--- src/engine_cfg_pkg.sv ---
`default_nettype none

// Word, address and counter sizes shared by the datapath and the sequencer
package engine_cfg_pkg;

	localparam int PARA       = 16;              // Lanes per channel group
	localparam int WORD_W     = 16;              // Data and weight word width
	localparam int ADDR_W     = 30;              // DMA word address width
	localparam int CNT_W      = 16;              // Loop counter width
	localparam int LANE_CNT_W = $clog2(PARA) + 1; // Holds 0 to PARA

	typedef logic [WORD_W-1:0] word_t;     // One data or weight word
	typedef logic [ADDR_W-1:0] addr_t;     // DMA word address
	typedef logic [CNT_W-1:0]  cnt_t;      // Channel, side and point counts

	// One channel group, lane 0 in the low word
	typedef word_t [PARA-1:0] lane_vec_t;

	typedef logic [LANE_CNT_W-1:0] lane_cnt_t; // Valid lanes in a group

endpackage

`default_nettype wire

--- src/burst_deser.sv ---
`default_nettype none

// Turns one serial DMA burst into a PARA-lane vector
module burst_deser (
	input  wire                            clk,
	input  wire                            rst,
	input  wire                            i_start_burst, // Goes with the read request
	input  wire engine_cfg_pkg::lane_cnt_t i_len,         // Words in this burst
	input  wire                            i_we,          // DMA word strobe
	input  wire engine_cfg_pkg::word_t     i_word,
	output engine_cfg_pkg::lane_vec_t      o_vec,
	output logic                           o_full
);

	localparam int IDX_W = engine_cfg_pkg::LANE_CNT_W - 1; // Bits to address a lane

	engine_cfg_pkg::lane_cnt_t idx; // Next free lane

	always_ff @(posedge clk or posedge rst) begin
		if (rst) begin
			idx <= '0;
		end else if (i_start_burst) begin
			idx <= '0; // Restart for the new burst
		end else if (i_we) begin
			idx <= idx + 1'b1;
		end
	end

	// Lanes above the burst length keep their zero from the clear
	always_ff @(posedge clk) begin
		if (i_start_burst) begin
			o_vec <= '0;
		end else if (i_we) begin
			o_vec[idx[IDX_W-1:0]] <= i_word;
		end
	end

	assign o_full = (idx == i_len); // Every requested word is in

	// DMA must send exactly the requested count
	a_no_overrun: assert property (@(posedge clk) disable iff (rst)
		(o_full && !i_start_burst) |-> !i_we);

endmodule

`default_nettype wire

--- config.mk ---
export PLATFORM = sky130hd
export DESIGN_NAME = burst_deser
export DESIGN_NICKNAME = d
export VERILOG_FILES = /design/src/engine_cfg_pkg.sv /design/src/burst_deser.sv
export SDC_FILE = /design/constraint.sdc
export NUM_CORES = 1
export LEC_CHECK = 0
export BUFFER_PORTS_ARGS = -buffer_cell sky130_fd_sc_hd__clkbuf_2
export CAP_MARGIN = 20
export CORE_ASPECT_RATIO = 0.5
export CORE_MARGIN = 8
export CORE_UTILIZATION = 38
export DETAILED_ROUTE_END_ITERATION = 12
export GPL_ROUTABILITY_DRIVEN = 1
export PLACE_DENSITY = 0.61
export SYNTH_ARGS = -nofsm -noshare
export SYNTH_HDL_FRONTEND = slang
export SYNTH_SLANG_ARGS = --single-unit
--- constraint.sdc ---
create_clock -name clk -period 1.96 [get_ports clk]
set_input_delay 0.294 -clock clk [delete_from_list [all_inputs] [get_ports clk]]
set_output_delay 0.294 -clock clk [all_outputs]
set_load 0.02 [all_outputs]
==> impl_metrics.csv <==
group,metric,value,unit
yosys,yosysWarnings,0,
detailed_routing,drc,0,
grt,grt_pass1_vias,8381,
clock_tree,cts_inserted_buffers,23,
setup_path,arrival,1640,ps
grt,grt_max_degree,94,
yosys,synth_top_area_cell,"dfxtp_1",
detailed_routing,finalWirelength,35200,um
layout,nFillCells,2463,
floorplan,die_h,129,um
layout,num-nets-final,1459,
detailed_routing,wire_per_inst,19.7,um
power_and_ir_drop,p_total,0.0110,W
clock_tree,htreeDepth,1,
layout,layout_common_cells,"nand2_1 (513), clkbuf_2 (279), a21oi_1 (256), dfxtp_1 (256), buf_4 (32)",
clock_tree,cts.reportedPaths.clkPinSlew,70,ps
setup_path,critPathKind,"reg -> out",
timing,fin_worst_skew,7.60,ps
timing,fmax,517,MHz
power_and_ir_drop,cellLeakagePower,4.94,nW
floorplan,initial_core_util,0.386,
placement,place_area,11300,um2
timing,finalCritPeriodShare,0.988,
timing,min_period,1940,ps
floorplan,die_area,31300,um2
min_path,hp-start,"i_start_burst",
yosys,synth.yosys.seq_area_share,0.540,
placement,dpl.hpwl,23800,um
grt,grt-ovfl-total,0,
timing,setup_viol_count_final,0,
setup_path,crit_path_max_fanout,6,
floorplan,core_area,25200,um2
setup_path,r2r_start,"idx[0]$_DFFE_PP0P_",
timing,worst_pin_slew,766,ps
detailed_routing,firstDrtPassIters,5,
yosys,ys_ff_latch,261,
timing,final-hold-violation-count,0,
layout,multi_input_area,3850,um2
outcome,run_status,"finished, final reports clean",
floorplan,rows,41,
flow_run,max-cap-violations,0,
yosys,synth_top_area_share,0.527,
yosys,synth_nets,1242,
min_path,hp-class,"in -> reg",
placement,portBuffers,281,
power_and_ir_drop,ir_worst_vdd,0.679,mV
layout,area_delta_synth_final,24.4,%
floorplan,ioPinCount,282,
timing,slew_viol_final,0,
setup_path,start_kind,"register",
clock_tree,cts_root_buf,"clkbuf_16",
power_and_ir_drop,power_density,905,nW/um2
yosys,synth.distinct_cells,26,
yosys,synth_area_leaders,"dfxtp_1 (53%), nand2_1 (20%), a21oi_1 (13%), clkbuf_1 (2.7%), buf_4 (2.1%)",
floorplan,dieWidth,242,um
detailed_routing,drtIter0Drc,841,
layout,ff_latch_area,5250,um2
grt,antenna_found_initial,0,
detailed_routing,vias_per_cell,5.06,
detailed_routing,ant_nets,0,
setup_path,required,1670,ps
layout,layout_commonest_cell,"nand2_1",
layout,drive_above_1_share,0.260,
grt,grt_pass1_wl,52300,um
clock_tree,ctsLongestPathBuffers,3,
placement,gp_congestion,0.792,
clock_tree,tritoncts,"done",
yosys,syn_avg_cell_area,8.02,um2
setup_path,worstSetupStartpoint,"idx[1]$_DFFE_PP0P_",
grt,grtUsageTotal,0.213,
yosys,synth_area,9730,um2
detailed_routing,vias,9046,
clock_tree,cts_sinks,261,
layout,antenna_cells_inserted,0,
timing,finalSetupTns,0,ps
yosys,syn_inst,1213,
setup_path,cp-end-kind,"primary output",
timing,max-slew-margin-rel,0.490,
clock_tree,clock_latency,520,ps
layout,stdcell_area,12100,um2
report_power, final:
part	leakage [nW]	total, W	internal, W	switching (W)
sequential	2.13	0.00540	0.00536	0.0000397
combinational	2.42	0.000682	0.000174	0.000508
clock	0.395	0.00487	0.00286	0.00201
total	4.94	0.0110	0.00840	0.00255
timing repair:
action / CTS / global route
gates cloned: 0 / 0
pin swaps: 0 / 1
hold endpoints to repair: 5 / 0
buffers inserted: 1 / 0
hold buffers: 1 / 0
resized for setup: 2 / 8
endpoints found under the setup margin: 1 / 52
worst max-delay path: stages (launching register included):
cell,delay (ps)
dfrtp_2,450
xnor2_1,190
nand3_1,130
nor3_2,190
buf_4,170
metal layers:
metal | track usage | part of all wire | up-vias
li1 | - | - | 4314
met1 | 0.277 | 0.42 | 4329
met2 | 0.364 | 0.49 | 352
met3 | 0.0427 | 0.077 | 51
met4 | 0.0462 | 0.020 | 0
met5 | 0 | 0 | -
synthesized netlist by cell type:
master / instances
a21oi_1: 256
and4_1: 4
and4b_1: 8
and4bb_2: 3
buf_2: 20
buf_4: 27
buf_6: 7
clkbuf_1: 69
clkbuf_2: 3
dfrtp_1: 5
dfxtp_1: 256
ha_1: 4
inv_1: 3
mux2i_1: 1
nand2_1: 513
nand3_1: 1
nand4_1: 1
nand4_2: 4
nand4b_2: 2
nand4b_4: 6
nand4bb_1: 4
nor2_1: 5
nor3_1: 1
nor4bb_1: 1
xnor2_1: 5
xor2_1: 4
kinds of logic (layout without fill, tap and decap cells):
family,count (synthesis),after routing,synth area share
and+or+nand+nor,553,553,0.246
buffers and inverters,129,360,0.0686
adders and majority gates,4,4,0.00514
xor gates and xnor gates,9,9,0.00810
DFF,261,261,0.540
muxes,1,1,0.00103
AOI/OAI and AO/OA,256,256,0.132
state kept, by name (all words and copies together), names as in the netlist:
register and flops:
idx 5, o_vec 256
stage by stage:
stage,setup WS [ps],hold WS [ps],std cells,util
detailed placement,60.2,191,1747,0.447
floorplan,183,72.5,1213,-
global route,-89.8,123,1788,0.481
global placement,179,196,1747,0.447
CTS,4.75,112,1788,0.479
finish,24.5,139,1788,0.481
cell type report:
cell class | count | area share
well taps | 344 | 0.0356
clock inverters | 8 | 0.0116
multi-input cells | 823 | 0.319
repair buffers | 318 | 0.145
flip-flops and latches | 261 | 0.434
inverters | 3 | 0.000930
clock buffers | 31 | 0.0542
worst paths after layout:
check	to	slack, ps	depth (start not counted)
max	o_full	20	4
min	o_vec[13]$_SDFFE_PP0P_	140	2
max reg2reg	o_vec[181]$_SDFFE_PP0P_	130	6
min reg2reg	o_vec[65]$_SDFFE_PP0P_	450	2
max in group asynchronous	idx[3]$_DFFE_PP0P_	1540	3
min in group asynchronous	idx[0]$_DFFE_PP0P_	220	3
Power figures use the tool's default switching activity.
