`config.mk`:
```
export PLATFORM = sky130hd
export DESIGN_NAME = mac_lanes_flat
export DESIGN_NICKNAME = d
export VERILOG_FILES = /design/src/engine_cfg_pkg.sv /design/src/operand_if.sv /design/src/mac_lanes.sv /design/src/flat_wrapper.sv
export SDC_FILE = /design/constraint.sdc
export NUM_CORES = 2
export LEC_CHECK = 0
export CAP_MARGIN = 20
export CORE_MARGIN = 4
export CORE_UTILIZATION = 35
export CTS_CLUSTER_DIAMETER = 60
export DETAILED_ROUTE_END_ITERATION = 10
export DONT_BUFFER_PORTS = 1
export SYNTH_ARGS = -nofsm -noshare
export SYNTH_HDL_FRONTEND = slang
export SYNTH_SLANG_ARGS = --single-unit
```
`constraint.sdc`:
```
create_clock -name clk -period 0.9 [get_ports clk]
set_input_delay 0 -clock clk [delete_from_list [all_inputs] [get_ports clk]]
set_output_delay 0 -clock clk [all_outputs]
set_load 0.02 [all_outputs]
```
`src/engine_cfg_pkg.sv`:
```
`default_nettype none

// Word, address and counter sizes shared by the datapath and the sequencer
package engine_cfg_pkg;

	localparam int PARA       = 16;              // Lanes per channel group
	localparam int WORD_W     = 16;              // Data and weight word width
	localparam int ADDR_W     = 30;              // DMA word address width
	localparam int CNT_W      = 16;              // Loop counter width
	localparam int LANE_CNT_W = $clog2(PARA) + 1; // Holds 0 to PARA

	typedef logic [WORD_W-1:0] word_t;     // One data or weight word
	typedef logic [ADDR_W-1:0] addr_t;     // DMA word address
	typedef logic [CNT_W-1:0]  cnt_t;      // Channel, side and point counts

	// One channel group, lane 0 in the low word
	typedef word_t [PARA-1:0] lane_vec_t;

	typedef logic [LANE_CNT_W-1:0] lane_cnt_t; // Valid lanes in a group

endpackage

`default_nettype wire

```
`src/operand_if.sv`:
```
`default_nettype none

// One channel group of operands on its way from fetch to the MAC lanes
interface operand_if;

	logic                      valid;  // One-cycle group strobe
	engine_cfg_pkg::lane_vec_t data;   // Input channel words
	engine_cfg_pkg::lane_vec_t weight; // Matching weights
	logic                      first;  // First group of a point
	logic                      last;   // Last group of a point

	// Fetch side, sequencer drives the strobe and flags, collectors the vectors
	modport producer (
		output valid,
		output data,
		output weight,
		output first,
		output last
	);

	modport consumer (
		input valid,
		input data,
		input weight,
		input first,
		input last
	);

endinterface

`default_nettype wire

```
`src/mac_lanes.sv`:
```
`default_nettype none

// PARA multipliers, one per lane, with a register stage behind them
module mac_lanes (
	input  wire                       clk,
	input  wire                       rst,
	operand_if.consumer               op,
	output engine_cfg_pkg::lane_vec_t o_prod,       // Truncated products
	output logic                      o_prod_valid,
	output logic                      o_first,
	output logic                      o_last
);

	// Group flags follow the products by one cycle
	always_ff @(posedge clk or posedge rst) begin
		if (rst) begin
			o_prod_valid <= 1'b0;
			o_first      <= 1'b0;
			o_last       <= 1'b0;
		end else begin
			o_prod_valid <= op.valid;
			o_first      <= op.first;
			o_last       <= op.last;
		end
	end

	// Low 16 bits of each product
	always_ff @(posedge clk) begin
		if (op.valid) begin
			for (int i = 0; i < engine_cfg_pkg::PARA; i++) begin
				o_prod[i] <= op.data[i] * op.weight[i];
			end
		end
	end

endmodule

`default_nettype wire

```
`src/flat_wrapper.sv`:
```
// flat-port wrapper written by rule: the top's interface ports become plain ports
module mac_lanes_flat 
  (clk, rst, o_prod, o_prod_valid, o_first, o_last, op_valid, op_data, op_weight, op_first, op_last);
  operand_if op_i ();
  input  wire clk;
  input  wire rst;
  output engine_cfg_pkg::lane_vec_t o_prod;
  output logic o_prod_valid;
  output logic o_first;
  output logic o_last;
  input wire logic [$bits(op_i.valid)-1:0] op_valid;
  input wire logic [$bits(op_i.data)-1:0] op_data;
  input wire logic [$bits(op_i.weight)-1:0] op_weight;
  input wire logic [$bits(op_i.first)-1:0] op_first;
  input wire logic [$bits(op_i.last)-1:0] op_last;
  assign op_i.valid = op_valid;
  assign op_i.data = op_data;
  assign op_i.weight = op_weight;
  assign op_i.first = op_first;
  assign op_i.last = op_last;
  mac_lanes u_core (.clk(clk), .rst(rst), .op(op_i), .o_prod(o_prod), .o_prod_valid(o_prod_valid), .o_first(o_first), .o_last(o_last));
endmodule
```
==> impl_metrics.ini <==
[outcome]
outcome = finished with violations
violations = hold timing, setup timing

[clock_network]
cts_max_level = 2
cts.path.max_buffers = 3
cts_tree = done
cts_root_buf = clkbuf_16
cts_buffers = 59
clk_pin_slew_ps = 60
clock-sinks = 259

[job]
drv_cap = 0

[yosys]
synthArstFlopShare_pct = 1.16
synth_nets = 10300
synth_area_leaders = fa_1 (36%), ha_1 (14%), edfxtp_1 (11%), and2_1 (9.9%), inv_1 (9.5%)
synth-edff-count = 256
synth_cells = 7705
synth_area_mm2 = 0.0706
avgSynthCellArea_um2 = 9.16
yosysSeqAreaShare_pct = 11.0
synthTopCellsByCount = inv_1 (1,784), fa_1 (1,280), and2_1 (1,114)
synth_cell_types = 37
synth_top_area_share_pct = 36.3
synth-main-ff-cell = edfxtp_1
synth.most_common_cell = inv_1
synth_warnings = 0
ys_ff_latch = 259
yosysTopAreaCell = fa_1

[timing]
tightest_slew_ps = 608
fmax_ghz = 0.257
setup_ws_ps = -2990
maxSlewViolCount = 0
relSlewSlack_pct = 59.4
layout_min_cycle_time_ps = 3890
grt_setup_unrepaired = true
hold_ws_ps = -591
finalCritPeriodShare_pct = 433
hold_violations = 290
setup_viol = 469

[global_route]
grt_usage_pct = 20.0
grt_pass1_wl_um = 330000
antenna_found_initial = 9
grt_pass1_vias = 58200
overflow = 0
grt_max_degree = 258

[routing]
ant_nets = 0
drtIter0Drc = 2290
viasPerCell = 4.82
drtPass1Iterations = 5
drt-wirelength-per-cell_um = 19.4
routed_wirelength_um = 210000
via_count = 52000
remaining_drc_errors = 0

[floorplan]
start_util_pct = 35.3
dieArea_mm2 = 0.209
die_w_um = 457
die_height_um = 457
core-area_mm2 = 0.200
rows = 164
num_io_pins = 776

[cells_and_area]
nNetsFinal = 10700
area_growth_pct = 23.7
drive_above_1_share_pct = 23.5
finalInstanceArea_mm2 = 0.0873
final_core_util_pct = 43.6

[worst_setup_path]
cp_max_fo = 9
cp.arrival_ps = 4350
end_kind = flip-flop
start_kind = primary input
startpoint = op_data[87]
path_class = in2reg
cp.required_ps = 1350

[placed_design]
hpwl_um = 164000
gp_congestion = 0.896
placed_area_mm2 = 0.0777
port_buffers = 0

[pwr]
p_seq_share_pct = 10.8
leakagePower_nw = 40.1
p_clk_share_pct = 6.6
p_sw_mw = 158
p_sw_share_pct = 45.2
powerDensity_mw_per_mm2 = 4010
intPower_mw = 192
combPwrFrac_pct = 82.6
ir_drop_mv = 4.65

[worst_hold_path]
hp-start = op_valid
hold_class = in2reg
==> area by class of cell <==
cell class	instances	area, µm²
multi-input combinational	5450	62900
timing repair buffer	527	4580
fill	18900	113000
antenna	5	12.5
clock inverter	51	573
sequential	259	7760
inverter	1784	6700
clock buffer	61	1480
tap	2656	3320
==> worst max-delay path, cell delays in order <==
cell     delay [ps]
and2_4          140
fa_1            520
inv_1            50
fa_1            500
fa_1            430
fa_1            490
inv_1            50
fa_1            490
inv_2            40
fa_1            490
inv_2            50
ha_4            210
a21o_1          180
or3_1           320
a31oi_1         200
nor3_2           60
xor2_1          140
==> per-stage QoR <==
stage                     std cells  TNS (ps)  power [mW]  hold slack, ps  worst slack (ps)
final                         10800   -506440         350            -591             -2990
after global routing          10800   -534480         382            -662             -3080
after CTS                     10800   -547890         334            -638             -2900
after detailed placement      10600   -598750         282            -238             -4080
after global placement        10600   -592780         278            -242             -4000
after floorplan                7705   -583810         201            -246             -3660
==> timing repair <==
item	4_1_cts	5_1_grt
endpoints found under the hold margin	337	309
hold buffers	54	14
gates resized for setup	752	700
buffers inserted	40	38
endpoints found under the setup margin	467	486
pin swaps	471	442
==> flip-flops by register name, indices dropped and copies added, names as in the netlist <==
name	cells
u_core.o_first	1
u_core.o_last	1
u_core.o_prod_valid	1
u_core.o_prod	256
==> kinds of logic (layout without fill, tap and decap cells) <==
logic type	count (synthesis)	in the layout	synth area share (%)
fa+ha+maj	2064	2064	50.2
compound gates	303	303	2.74
other cells	0	5	0
simple gates	2475	2475	17.5
buf+inv	1996	2423	10.7
flops	259	259	11.0
xor+xnor	608	608	7.92
==> per-layer routing <==
metal	track usage (%)	share of wire, %	routed length, µm	vias to the layer above
li1	-	-	-	23500
met1	23.2	38	80000	26600
met2	35.8	50	106000	1483
met3	4.20	6.3	13300	474
met4	8.12	5.2	10800	2
met5	0	0.0062	13	-
==> path summary, 6_finish.rpt <==
| kind | end | slack [ps] | depth (start not counted) |
|---|---|---|---|
| worst max-delay path | u_core.o_prod[94] | -2990 | 17 |
| worst min-delay path | u_core.o_prod[43] | -590 | 0 |
| max in group asynchronous | u_core.o_last | 600 | 3 |
| min in group asynchronous | u_core.o_first | 160 | 3 |
==> power groups by stage <==
stage                     clock, mW  sequential (mW)  combinational (mW)
after floorplan                   0             36.4                 165
after global placement            0             37.9                 240
after detailed placement          0             37.7                 244
after CTS                      24.2             37.9                 272
after global routing           24.6             37.8                 320
final                          23.1             37.9                 289
==> cell usage in the layout (no fill, tap or decap), types with 120 or more instances in the layout <==
cell,Yosys,routed
ha_1,784,419
buf_4,5,349
edfxtp_1,256,256
xnor2_1,452,401
nand2_1,1077,986
fa_1,1280,1191
and2_4,0,180
and2_1,1114,937
xor2_1,134,120
inv_2,0,210
inv_1,1784,1573
ha_4,0,313
Note: power is estimated with default switching activity, not from simulation.
