==> src/engine_cfg_pkg.sv <==
`default_nettype none

// Word, address and counter sizes shared by the datapath and the sequencer
package engine_cfg_pkg;

	localparam int PARA       = 16;              // Lanes per channel group
	localparam int WORD_W     = 16;              // Data and weight word width
	localparam int ADDR_W     = 30;              // DMA word address width
	localparam int CNT_W      = 16;              // Loop counter width
	localparam int LANE_CNT_W = $clog2(PARA) + 1; // Holds 0 to PARA

	typedef logic [WORD_W-1:0] word_t;     // One data or weight word
	typedef logic [ADDR_W-1:0] addr_t;     // DMA word address
	typedef logic [CNT_W-1:0]  cnt_t;      // Channel, side and point counts

	// One channel group, lane 0 in the low word
	typedef word_t [PARA-1:0] lane_vec_t;

	typedef logic [LANE_CNT_W-1:0] lane_cnt_t; // Valid lanes in a group

endpackage

`default_nettype wire

==> src/result_writer.sv <==
`default_nettype none

// Single-entry write-back buffer toward the DMA write port
module result_writer (
	input  wire                        clk,
	input  wire                        rst,
	input  wire engine_cfg_pkg::word_t i_result,
	input  wire                        i_result_valid,
	input  wire engine_cfg_pkg::addr_t i_res_addr,
	output logic                       o_wr_en,    // Level until the read answer
	output engine_cfg_pkg::addr_t      o_wr_addr,
	input  wire                        i_wr_re,    // DMA takes the word
	output logic                       o_wr_valid, // Word on o_wr_data
	output engine_cfg_pkg::word_t      o_wr_data,
	output logic                       o_busy
);

	always_ff @(posedge clk or posedge rst) begin
		if (rst) begin
			o_wr_en    <= 1'b0;
			o_wr_valid <= 1'b0;
		end else begin
			o_wr_valid <= o_wr_en && i_wr_re; // Data follows the answer
			if (i_result_valid)
				o_wr_en <= 1'b1;
			else if (i_wr_re)
				o_wr_en <= 1'b0;
		end
	end

	always_ff @(posedge clk) begin
		if (i_result_valid) begin
			o_wr_addr <= i_res_addr;
			o_wr_data <= i_result;
		end
	end

	assign o_busy = o_wr_en || o_wr_valid; // Slot taken until the data goes out

	// DMA answers only a write that is still pending
	a_re_while_en: assert property (@(posedge clk) disable iff (rst)
		i_wr_re |-> o_wr_en);

	// Sequencer throttling must keep the slot free for every result
	a_no_overwrite: assert property (@(posedge clk) disable iff (rst)
		i_result_valid |-> !o_busy);

endmodule

`default_nettype wire

==> config.mk <==
export PLATFORM = sky130hd
export DESIGN_NAME = result_writer
export DESIGN_NICKNAME = d
export VERILOG_FILES = /design/src/engine_cfg_pkg.sv /design/src/result_writer.sv
export SDC_FILE = /design/constraint.sdc
export NUM_CORES = 1
export LEC_CHECK = 0
export BUFFER_PORTS_ARGS = -buffer_cell sky130_fd_sc_hd__buf_4
export CAP_MARGIN = 20
export CORE_AREA = 5 5 67 69
export CTS_BUF_LIST = sky130_fd_sc_hd__clkbuf_16
export CTS_CLUSTER_DIAMETER = 80
export DETAILED_ROUTE_END_ITERATION = 8
export DIE_AREA = 0 0 72 74
export PLACE_DENSITY = 0.73
export SETUP_SLACK_MARGIN = 0.05
export SLEW_MARGIN = 20
export SYNTH_ARGS = -nofsm -noshare
export SYNTH_HDL_FRONTEND = slang
export SYNTH_SLANG_ARGS = --single-unit
==> constraint.sdc <==
create_clock -name clk -period 1 [get_ports clk]
set_input_delay 0.2 -clock clk [delete_from_list [all_inputs] [get_ports clk]]
set_output_delay 0.2 -clock clk [all_outputs]
set_load 0.05 [all_outputs]
==> results.sh <==
export IMPL_outcome="finished, violations left"
export IMPL_violations="negative setup slack"
export IMPL_cts_buffer_depth=2
export IMPL_path_clk_slew_ps=60
export IMPL_drive_above_1_share=0.695
export IMPL_grt_pass1_wl_mm=5.24
export IMPL_vias_per_cell=4.25
export IMPL_avgSynthCellArea_um2=27.6
export IMPL_final_hold_violation_count=0
export IMPL_die_w_um=72
export IMPL_synthTopCellsByArea="edfxtp_1, dfrtp_1, a21o_1"
export IMPL_worstPathCellList="or2_4 > buf_8"
export IMPL_overflow=0
export IMPL_cts_sinks=48
export IMPL_critical_path_class="register to primary output"
export IMPL_std_cell_rows=23
export IMPL_area_growth_pct=85.7
export IMPL_grt_max_degree=17
export IMPL_min_from="i_res_addr[17]"
export IMPL_synth_most_common_cell="edfxtp_1"
export IMPL_gp_congestion=0.709
export IMPL_hold_path_end="o_wr_addr[17]$_DFFE_PP_"
export IMPL_rsz0062_at_grt="true"
export IMPL_timing_hold_ws_ps=94.5
export IMPL_holdPathStages=1
export IMPL_max_stage_delay_ps=420
export IMPL_wl_met1_um=977
export IMPL_fin_nets=216
export IMPL_post_dp_hpwl_mm=2.70
export IMPL_synth_ff_type="edfxtp_1"
export IMPL_synth_fp_nets=103
export IMPL_portBuffers=98
export IMPL_ys_seq_area_frac=0.980
export IMPL_async_flop_share=0.0417
export IMPL_cts_buffers=5
export IMPL_worstPathRequired_ps=800
export IMPL_critPathLaunchType="register"
export IMPL_yosysUniqueCellTypes=6
export IMPL_synth_edf_count=46
export IMPL_max_freq_mhz=765
export IMPL_slowest_stage="dfrtp_2"
export IMPL_power_density_mw_per_mm2=1910
export IMPL_endpoint_kind="primary output"
export IMPL_hold_class="primary input to register"
export IMPL_r2r_start="o_wr_en$_DFFE_PP0P_"
export IMPL_wl_mm=3.57
export IMPL_wl_per_cell_um=16.4
export IMPL_relSlewSlack=0.897
export IMPL_drc=0
export IMPL_dieArea_mm2=0.00533
export IMPL_drt_initial_drc_count=29
export IMPL_timing_final_crit_share=1.31
export IMPL_ys_ff_latch=48
export IMPL_first_global_vias=1045
export IMPL_layout_setup_ws_ps=-307
export IMPL_placed_cells=205
export IMPL_finalCriticalPeriod_ps=1310
export IMPL_die_y_um=74
export IMPL_rr_worst_depth=4
export IMPL_rrSetupSlack_ps=-40
export IMPL_clock_skew_ps=0.0120
export IMPL_synth_cells=53
export IMPL_path_max_fanout=2
export IMPL_insertion_delay_ps=280
export IMPL_grt_usage=0.141
export IMPL_irDropWorstVdd_mv=1.56
export IMPL_power_leakage_nw=1.15
export IMPL_synth_top_area_cell="edfxtp_1"
export IMPL_antenna_found_initial=0
export IMPL_wl_met2_mm=2.05
export IMPL_synth_top_area_frac=0.946
export IMPL_wl_met3_um=498
export IMPL_core_area_mm2=0.00386
export IMPL_dr_pass1_iters=3
export IMPL_vias=922
export IMPL_cts_tree="done"
export IMPL_clockRootBuffer="clkbuf_16"
export IMPL_drv_cap=0
export IMPL_synth_commonest_cells="edfxtp_1, dfrtp_1, inv_1"
export IMPL_slew_viol_final=0
export IMPL_yosys_warnings=0
export IMPL_drtAntennaViolNets=0
export IMPL_worstPathArrival_ps=1110
export IMPL_r2r_end="o_wr_en$_DFFE_PP0P_"
export IMPL_start_util=0.379
export IMPL_worst_slew_pin_slew_ps=154
export IMPL_cts_htree_levels=2
export IMPL_fill_cells=251
export IMPL_syn_area_mm2=0.00146
export IMPL_top_layer_used="met4"
export IMPL_io_pins=99
export IMPL_num_antenna_cells=0
export IMPL_finalSetupViolCount=51
export IMPL_layoutNonFillerInstCount=217
[final cells by class]
type	instances	area (µm²)	area share
Clock buffer	5	125	0.0461
Clock inverter	3	18.8	0.00692
Timing Repair Buffer	106	1040	0.383
Multi-Input combinational cell	3	25.0	0.00923
Inverter	2	7.51	0.00277
Sequential cell	48	1430	0.529
Tap cell	50	62.6	0.0231
[through the flow]
stage	utilization	setup WS, ps	setup TNS [ps]	power (W)	area, µm²
after floorplan	-	-51.1	-51.1	0.00304	1470
after global placement	0.604	1.66	0	0.00349	2330
after detailed placement	0.604	-12.4	-12.4	0.00351	2330
after CTS	0.699	-287	-2340	0.00522	2700
after global routing	0.703	-326	-3450	0.00535	2710
final	0.703	-307	-2000	0.00518	2710
[power breakdown]
part           switching, W  leakage [nW]  internal (W)
Combinational      0.000700         0.614      0.000464
Clock              0.000645        0.0635      0.000915
Sequential        0.0000740         0.471       0.00238
[sequential cells by signal, indices dropped and copies added (netlist names)]
| name | flops |
|---|---|
| o_wr_addr | 30 |
| o_wr_data | 16 |
| o_wr_en | 1 |
| o_wr_valid | 1 |
[cell families after synthesis]
group	count (synthesis)	share of synthesized area
AND/OR/NAND/NOR	2	0.00943
AO/OA/AOI/OAI	1	0.00514
buffers and inverters	2	0.00514
flip-flops	48	0.980
[critical path, delay by kind of cell (launching register included)]
family / cells / cell delay (ps)
flip-flops: 1 / 420
AND/OR/NAND/NOR: 1 / 260
buffers and inverters: 1 / 150
[per-layer routing]
layer,GRT usage,vias to the layer above
met2,0.256,56
met5,0,-
li1,-,432
met1,0.122,430
met3,0.0865,4
met4,0.0626,0
[worst max path at each step]
stage	from	to	slack, ps	cells after the start
6_report	o_wr_en$_DFFE_PP0P_	o_busy	-310	2
5_1_grt	o_wr_en$_DFFE_PP0P_	o_busy	-330	2
4_1_cts	o_wr_valid$_DFF_PP0_	o_busy	-290	2
3_5_place_dp	o_wr_valid$_DFF_PP0_	o_busy	-10	2
3_3_place_gp	o_wr_valid$_DFF_PP0_	o_busy	2	2
2_1_floorplan	o_wr_valid$_DFF_PP0_	o_busy	-50	1
[placed cells by master (no fill, tap or decap)]
master / netlist / final
dfrtp_2: 0 / 2
clkinvlp_4: 0 / 2
buf_12: 0 / 3
clkbuf_16: 0 / 5
buf_8: 0 / 3
buf_4: 0 / 51
clkinv_1: 0 / 1
and2_4: 0 / 1
a21o_1: 1 / 1
or2_4: 0 / 1
dlygate4sd3_1: 0 / 1
buf_6: 0 / 48
edfxtp_1: 46 / 46
inv_1: 2 / 2
[what timing repair did]
item,CTS,global route
buffers inserted,2,1
hold endpoints to repair,2,0
hold buffers,1,0
pin swaps,0,1
endpoints found under the setup margin,49,50
resized for setup,52,3
(Power assumes the default switching activity.)
