File: src/engine_cfg_pkg.sv
`default_nettype none

// Word, address and counter sizes shared by the datapath and the sequencer
package engine_cfg_pkg;

	localparam int PARA       = 16;              // Lanes per channel group
	localparam int WORD_W     = 16;              // Data and weight word width
	localparam int ADDR_W     = 30;              // DMA word address width
	localparam int CNT_W      = 16;              // Loop counter width
	localparam int LANE_CNT_W = $clog2(PARA) + 1; // Holds 0 to PARA

	typedef logic [WORD_W-1:0] word_t;     // One data or weight word
	typedef logic [ADDR_W-1:0] addr_t;     // DMA word address
	typedef logic [CNT_W-1:0]  cnt_t;      // Channel, side and point counts

	// One channel group, lane 0 in the low word
	typedef word_t [PARA-1:0] lane_vec_t;

	typedef logic [LANE_CNT_W-1:0] lane_cnt_t; // Valid lanes in a group

endpackage

`default_nettype wire

File: src/channel_accum.sv
`default_nettype none

// Adds the lanes of a group and carries the sum across groups of one point
module channel_accum (
	input  wire                            clk,
	input  wire                            rst,
	input  wire engine_cfg_pkg::lane_vec_t i_prod,
	input  wire                            i_prod_valid,
	input  wire                            i_first,
	input  wire                            i_last,
	output engine_cfg_pkg::word_t          o_result,
	output logic                           o_result_valid
);

	engine_cfg_pkg::word_t lane_sum; // Sum over the lanes of one group
	engine_cfg_pkg::word_t acc;      // Running sum of the point
	engine_cfg_pkg::word_t next_acc;

	// Zeroed upper lanes add nothing on a short group
	always_comb begin
		lane_sum = '0;
		for (int i = 0; i < engine_cfg_pkg::PARA; i++) begin
			lane_sum = lane_sum + i_prod[i];
		end
	end

	// First group restarts the point, wraps at 16 bits
	assign next_acc = i_first ? lane_sum : acc + lane_sum;

	always_ff @(posedge clk) begin
		if (i_prod_valid)
			acc <= next_acc;
	end

	always_ff @(posedge clk or posedge rst) begin
		if (rst)
			o_result_valid <= 1'b0;
		else
			o_result_valid <= i_prod_valid && i_last; // Point complete
	end

	// Held until the next group of the following point
	assign o_result = acc;

endmodule

`default_nettype wire

File: config.mk
export PLATFORM = sky130hd
export DESIGN_NAME = channel_accum
export DESIGN_NICKNAME = d
export VERILOG_FILES = /design/src/engine_cfg_pkg.sv /design/src/channel_accum.sv
export SDC_FILE = /design/constraint.sdc
export NUM_CORES = 1
export LEC_CHECK = 0
export BUFFER_PORTS_ARGS = -buffer_cell sky130_fd_sc_hd__buf_2
export CAP_MARGIN = 20
export CORE_MARGIN = 8
export CORE_UTILIZATION = 47
export DETAILED_ROUTE_END_ITERATION = 12
export PLACE_DENSITY = 0.79
export SYNTH_ARGS = -nofsm -noshare
export SYNTH_HDL_FRONTEND = slang
export SYNTH_SLANG_ARGS = --single-unit
File: constraint.sdc
create_clock -name clk -period 2.4 [get_ports clk]
set_input_delay 0.48 -clock clk [delete_from_list [all_inputs] [get_ports clk]]
set_output_delay 0.48 -clock clk [all_outputs]
set_load 0.1 [all_outputs]
==> run summary, run 1 <==
first-pass GRT wire length - 31.8 mm
RSZ-0062 raised after global routing - true
final hold violations - 0
Unique masters post-synth - 42
post-synth top area cell - fa_1
htree depth - 1
DR vias - 5,922
most frequent cells in the layout - inv_1 (295), buf_2 (274), fa_1 (197), buf_4 (58), xnor2_1 (36)
failing checks - setup timing
area of the core - 15,700 µm²
post-DR wirelength/cell - 14.9 µm
Syn Area/Cell - 9.90 µm²
die width - 142 µm
crit end category - register
Initial DRC Count - 145
Routed Antenna Nets - 0
Min-Delay Path Class - in -> async
critical path launch point - i_prod[99]
GRT Overall Usage - 19.6%
Worst setup SP type - input port
vias in the first global route - 7,212
CP Max Fanout - 3
reg-to-reg startpoint - o_result[0]
worst path required time - 2390 ps
crit path cell chain - buf_6 -> fa_1 -> inv_2 -> fa_1 -> inv_2 -> fa_1 -> fa_1 -> fa_1 -> fa_1 -> ha_1 -> a211oi_2 -> nor2_2 -> o41ai_2 -> buf_4 -> o21ai_1 -> or2_1 -> xor2_2 -> ha_1 -> and3_1 -> a2111oi_4 -> buf_4 -> xor2_1 -> o21ai_1
Synthesis Warnings - 0
TritonRoute pass-1 iters - 4
drc violations - 0
# diodes - 0
Final period util - 274%
share of the synthesized area in the top cell type - 53.9%
final setup vio count - 16
CTS max path bufs - 2
clk slew on worst S/H paths - 60 ps
CTS root buf - clkbuf_16
EDFF count, synth - 16
Arrival @ worst endpoint - 6580 ps
post-synthesis cell count - 751
Tightest Pin Transition - 525 ps
Filler cells - 1,276
Placer Congestion - 0.880
syn_nets - 1,251
Slew Viols, Final - 0
DR vias/cell - 4.52
max_slew headroom - 65.2%
Layout area overhead - 35.5%
share of layout cells above drive strength 1 - 39.0%
hpwl dp - 17.9 mm
chip height - 142 µm
GRT overflow - 0
max cap viols - 0
Final #Nets - 1,594
Synth area leaders - fa_1 (54%), inv_1 (16%), ha_1 (6.6%)
final instance area - 10,100 µm²
Core Rows - 46
Async SR Flop Fraction - 5.88%
most frequent CP cell - fa_1
CTS hold repair buffers - 0
CP max stage delay - 550 ps
# IOs - 278
die area - 20,100 µm²
total CTS buffers - 3
most common cell after layout, fill and taps aside - inv_1
Post-synth top flop - edfxtp_1
synthesized area - 7430 µm²
final WL - 19.5 mm
clock skew - 1.65 ps
largest net degree at the start of global routing - 18
initial core utilization - 47.5%
placed cell area - 9560 µm²
CP Class - in -> reg
slowest CP cell - fa_1
post-synthesis sequential area ratio - 6.80%
port bufs - 277
fmax - 0.152 GHz
status - finished with violations
register bit count reported by yosys - 17
Clock Sinks - 17
setup slack after layout - -4180 ps
CTS tree - yes
Final min period - 6580 ps
antenna violations before repair - 1
Clock Latency Late Sink - 250 ps
==> repair_timing <==
action	CTS	global route
setup endpoints to repair	16	16
pin swaps	38	24
setup buffers	8	4
endpoints found under the hold margin	0	0
gates resized for setup	38	34
gates cloned	0	0
==> stage by stage <==
stage	util [%]	instances	TNS (ps)	setup WS (ps)	hold slack (ps)
2_1_floorplan	-	751	-48970	-4110	209
3_3_place_gp	61.1	1293	-54590	-4390	311
3_5_place_dp	61.1	1293	-55360	-4550	316
4_1_cts	63.2	1305	-50610	-4180	48.1
5_1_grt	64.3	1309	-53730	-4450	66.5
6_report	64.3	1309	-50780	-4180	50.9
==> worst max-delay path, delay by kind of cell <==
kind,cells,cell delay [ps]
AOI/OAI and AO/OA,5,960
and+or+nand+nor,3,550
xor gates and xnor gates,2,380
buffers and inverters,5,510
adders and majority gates,8,3670
==> synth_stat cells (2+ instances only) <==
library cell,n
inv_1,309
or3_1,3
o21bai_1,2
o21ai_1,11
xnor2_1,39
clkbuf_1,2
ha_1,39
nand3_1,5
a2111oi_4,2
and3_1,2
o21ai_0,9
and2_1,2
or2_2,2
mux2_2,4
nor2_1,19
a21o_1,8
a211oi_1,3
nor2b_1,2
o21a_1,3
fa_1,200
nand2_1,17
edfxtp_1,16
a21oi_1,15
xor2_1,14
nor3_1,6
==> state kept, by name (all words and copies together), names as in the netlist <==
name,flops
o_result_valid,1
o_result,16
==> per-layer routing <==
| metal | track usage [%] | share of wire, % | vias to the layer above | wire, µm |
|---|---|---|---|---|
| li1 | - | - | 2789 | - |
| met1 | 20.7 | 35 | 2896 | 6830 |
| met2 | 39.7 | 58 | 217 | 11200 |
| met3 | 3.66 | 6.4 | 18 | 1240 |
| met4 | 2.66 | 0.96 | 2 | 187 |
| met5 | 0 | 0.067 | - | 13 |
==> logic make-up (layout without fill, tap and decap cells) <==
group                      Yosys count  count (layout)  share of synthesized area [%]
AOI/OAI and AO/OA                   64              64                           6.14
xor gates and xnor gates            53              53                           6.25
adders and majority gates          239             239                           60.4
buffers and inverters              312             654                           15.8
DFF                                 17              17                           6.80
muxes                                5               5                          0.741
and+or+nand+nor                     61              61                           3.82
==> final timing paths <==
check | endpoint | slack, ps | cells after the start
min in group clk | o_result_valid | 430 | 2
hold / removal | o_result_valid | 50 | 2
setup / recovery | o_result[13] | -4180 | 23
setup reg to reg | o_result[14] | -400 | 10
hold reg to reg | o_result[0] | 750 | 2
max in group asynchronous | o_result_valid | 2260 | 2
==> layout make-up <==
class / count / area, µm² / share of cell area, %
multi-input cells: 422 / 6150 / 61.0
clock buffers: 4 / 78.8 / 0.783
well taps: 216 / 270 / 2.68
flip-flops and latches: 17 / 505 / 5.02
inverters: 309 / 1160 / 11.5
repair buffers: 341 / 1910 / 19.0
Power of run 1 is left out: the tool's default activity adds up to more than one toggle a clock period on the data nets, which glitch-free logic cannot reach.
==> inputs of run 2 (changes only) <==
CTS_BUF_LIST = sky130_fd_sc_hd__clkbuf_16   (was default)
CTS_CLUSTER_SIZE = 12   (was default)
==> run summary, run 2 (synthesized netlist as in run 1, its figures left out) <==
Slew Viols, Final - 0 (unchanged)
RSZ-0062 raised after global routing - true
TritonRoute pass-1 iters - 4 (unchanged)
max cap viols - 0 (unchanged)
Layout area overhead - 35.9%
max_slew headroom - 64.9% (-0.30 points)
status - finished with violations
share of layout cells above drive strength 1 - 39.5% (+0.55 points)
DR vias/cell - 4.52 (-0.14%)
Clock Sinks - 17 (unchanged)
fmax - 0.151 GHz (-0.35%)
worst path required time - 2390 ps (about the same)
crit-path leading delay family - adder cells
Clock Latency Late Sink - 250 ps (about the same)
Tightest Pin Transition - 530 ps (+4.54 ps)
most frequent cells in the layout - inv_1 (296), buf_2 (275), fa_1 (197), buf_4 (58), xnor2_1 (36)
CTS root buf - clkbuf_16
GRT overflow - 0 (unchanged)
Initial DRC Count - 126 (-13%)
slowest CP cell - fa_1
first-pass GRT wire length - 31.8 mm (about the same)
CP Max Fanout - 4 (+1)
Core Rows - 46 (unchanged)
Arrival @ worst endpoint - 6600 ps (+20 ps)
GRT Overall Usage - 19.6% (about the same)
multi-input logic area - 6190 µm² (+0.65%)
failing checks - setup timing
CTS tree - yes
CP Class - in -> reg
final WL - 19.5 mm (+0.23%)
Placer Congestion - 0.880 (unchanged)
antenna violations before repair - 1 (unchanged)
crit end category - register
DR vias - 5,914 (-0.14%)
area of the core - 15,700 µm² (unchanged)
drc violations - 0 (unchanged)
vias in the first global route - 7,218 (+0.083%)
final hold violations - 0 (unchanged)
Largest register FFs - 16 (unchanged)
Filler cells - 1,257 (-1.5%)
total CTS buffers - 3 (unchanged)
Register Area - 505 µm² (unchanged)
most frequent CP cell - fa_1
Routed Antenna Nets - 0 (unchanged)
CP Buf/Inv Count - 7 (+2)
# IOs - 278 (unchanged)
CTS max path bufs - 2 (unchanged)
htree depth - 1 (unchanged)
Hold Slack - 50.6 ps (-0.314 ps)
Final min period - 6610 ps (+22.9 ps)
post-DR wirelength/cell - 14.9 µm (+0.23%)
largest net degree at the start of global routing - 18 (unchanged)
initial core utilization - 47.5% (unchanged)
final setup vio count - 16 (unchanged)
most common cell after layout, fill and taps aside - inv_1
clk slew on worst S/H paths - 60 ps (about the same)
Final period util - 275% (+0.95 points)
hpwl dp - 17.9 mm (unchanged)
port bufs - 277 (unchanged)
die area - 20,100 µm² (unchanged)
Min-Delay Path Class - in -> async
Final #Nets - 1,594 (unchanged)
# diodes - 0 (unchanged)
clock skew - 2.10 ps (+0.445 ps)
chip height - 142 µm (unchanged)
Worst setup SP type - input port
die width - 142 µm (unchanged)
CP max stage delay - 560 ps (about the same)
setup slack after layout - -4210 ps (-22.9 ps)
run 2: changes by cell type in the layout (fill, tap and decap cells not counted), sizes merged:
cell / delta
clkbuf: -1
inv: +1
run 2: path summary, 6_finish.rpt:
check | startpoint | end | slack (ps) | cells past startpoint
worst max-delay path | i_prod[2] | o_result[13] | -4210 | 26
worst min-delay path | rst | o_result_valid | 50 | 2
worst max register to register | o_result[0] | o_result[14] | -310 | 10
worst min register to register | o_result[0] | o_result[0] | 760 | 2
max in group asynchronous | rst | o_result_valid | 2260 | 2
min in group clk | i_last | o_result_valid | 430 | 2
run 2: area by class of cell:
class	count	share of cell area (%)
inverter	309	11.5
clock buffer	3	0.743
multi-input combinational	422	61.2
clock inverter	1	0.0372
timing repair buffer	341	18.8
sequential	17	5.00
tap	216	2.68
run 2: layer usage:
layer,vias up,track usage [%],wire length [µm]
li1,2785,-,-
met1,2886,20.7,6840
met2,217,39.8,11200
met3,24,3.66,1210
met4,2,2.66,243
met5,-,0,13
run 2: per-stage QoR:
step | cells | setup TNS (ps) | util [%] | setup slack [ps] | cell area, µm²
2_1_floorplan | 751 | -48970 | - | -4110 | 7530
3_3_place_gp | 1293 | -54590 | 61.1 | -4390 | 9560
3_5_place_dp | 1293 | -55360 | 61.1 | -4550 | 9560
4_1_cts | 1306 | -50470 | 63.3 | -4170 | 9910
5_1_grt | 1309 | -53600 | 64.5 | -4420 | 10100
6_report | 1309 | -51180 | 64.5 | -4210 | 10100
run 2: timing repair:
item / 4_1_cts / 5_1_grt
buffers inserted: 9 / 3
endpoints found under the setup margin: 16 / 16
endpoints found under the hold margin: 0 / 0
hold buffers: 0 / 0
pin swaps: 38 / 26
gates resized for setup: 40 / 37
cloned: 0 / 0
Power of run 2 is left out for the same reason.
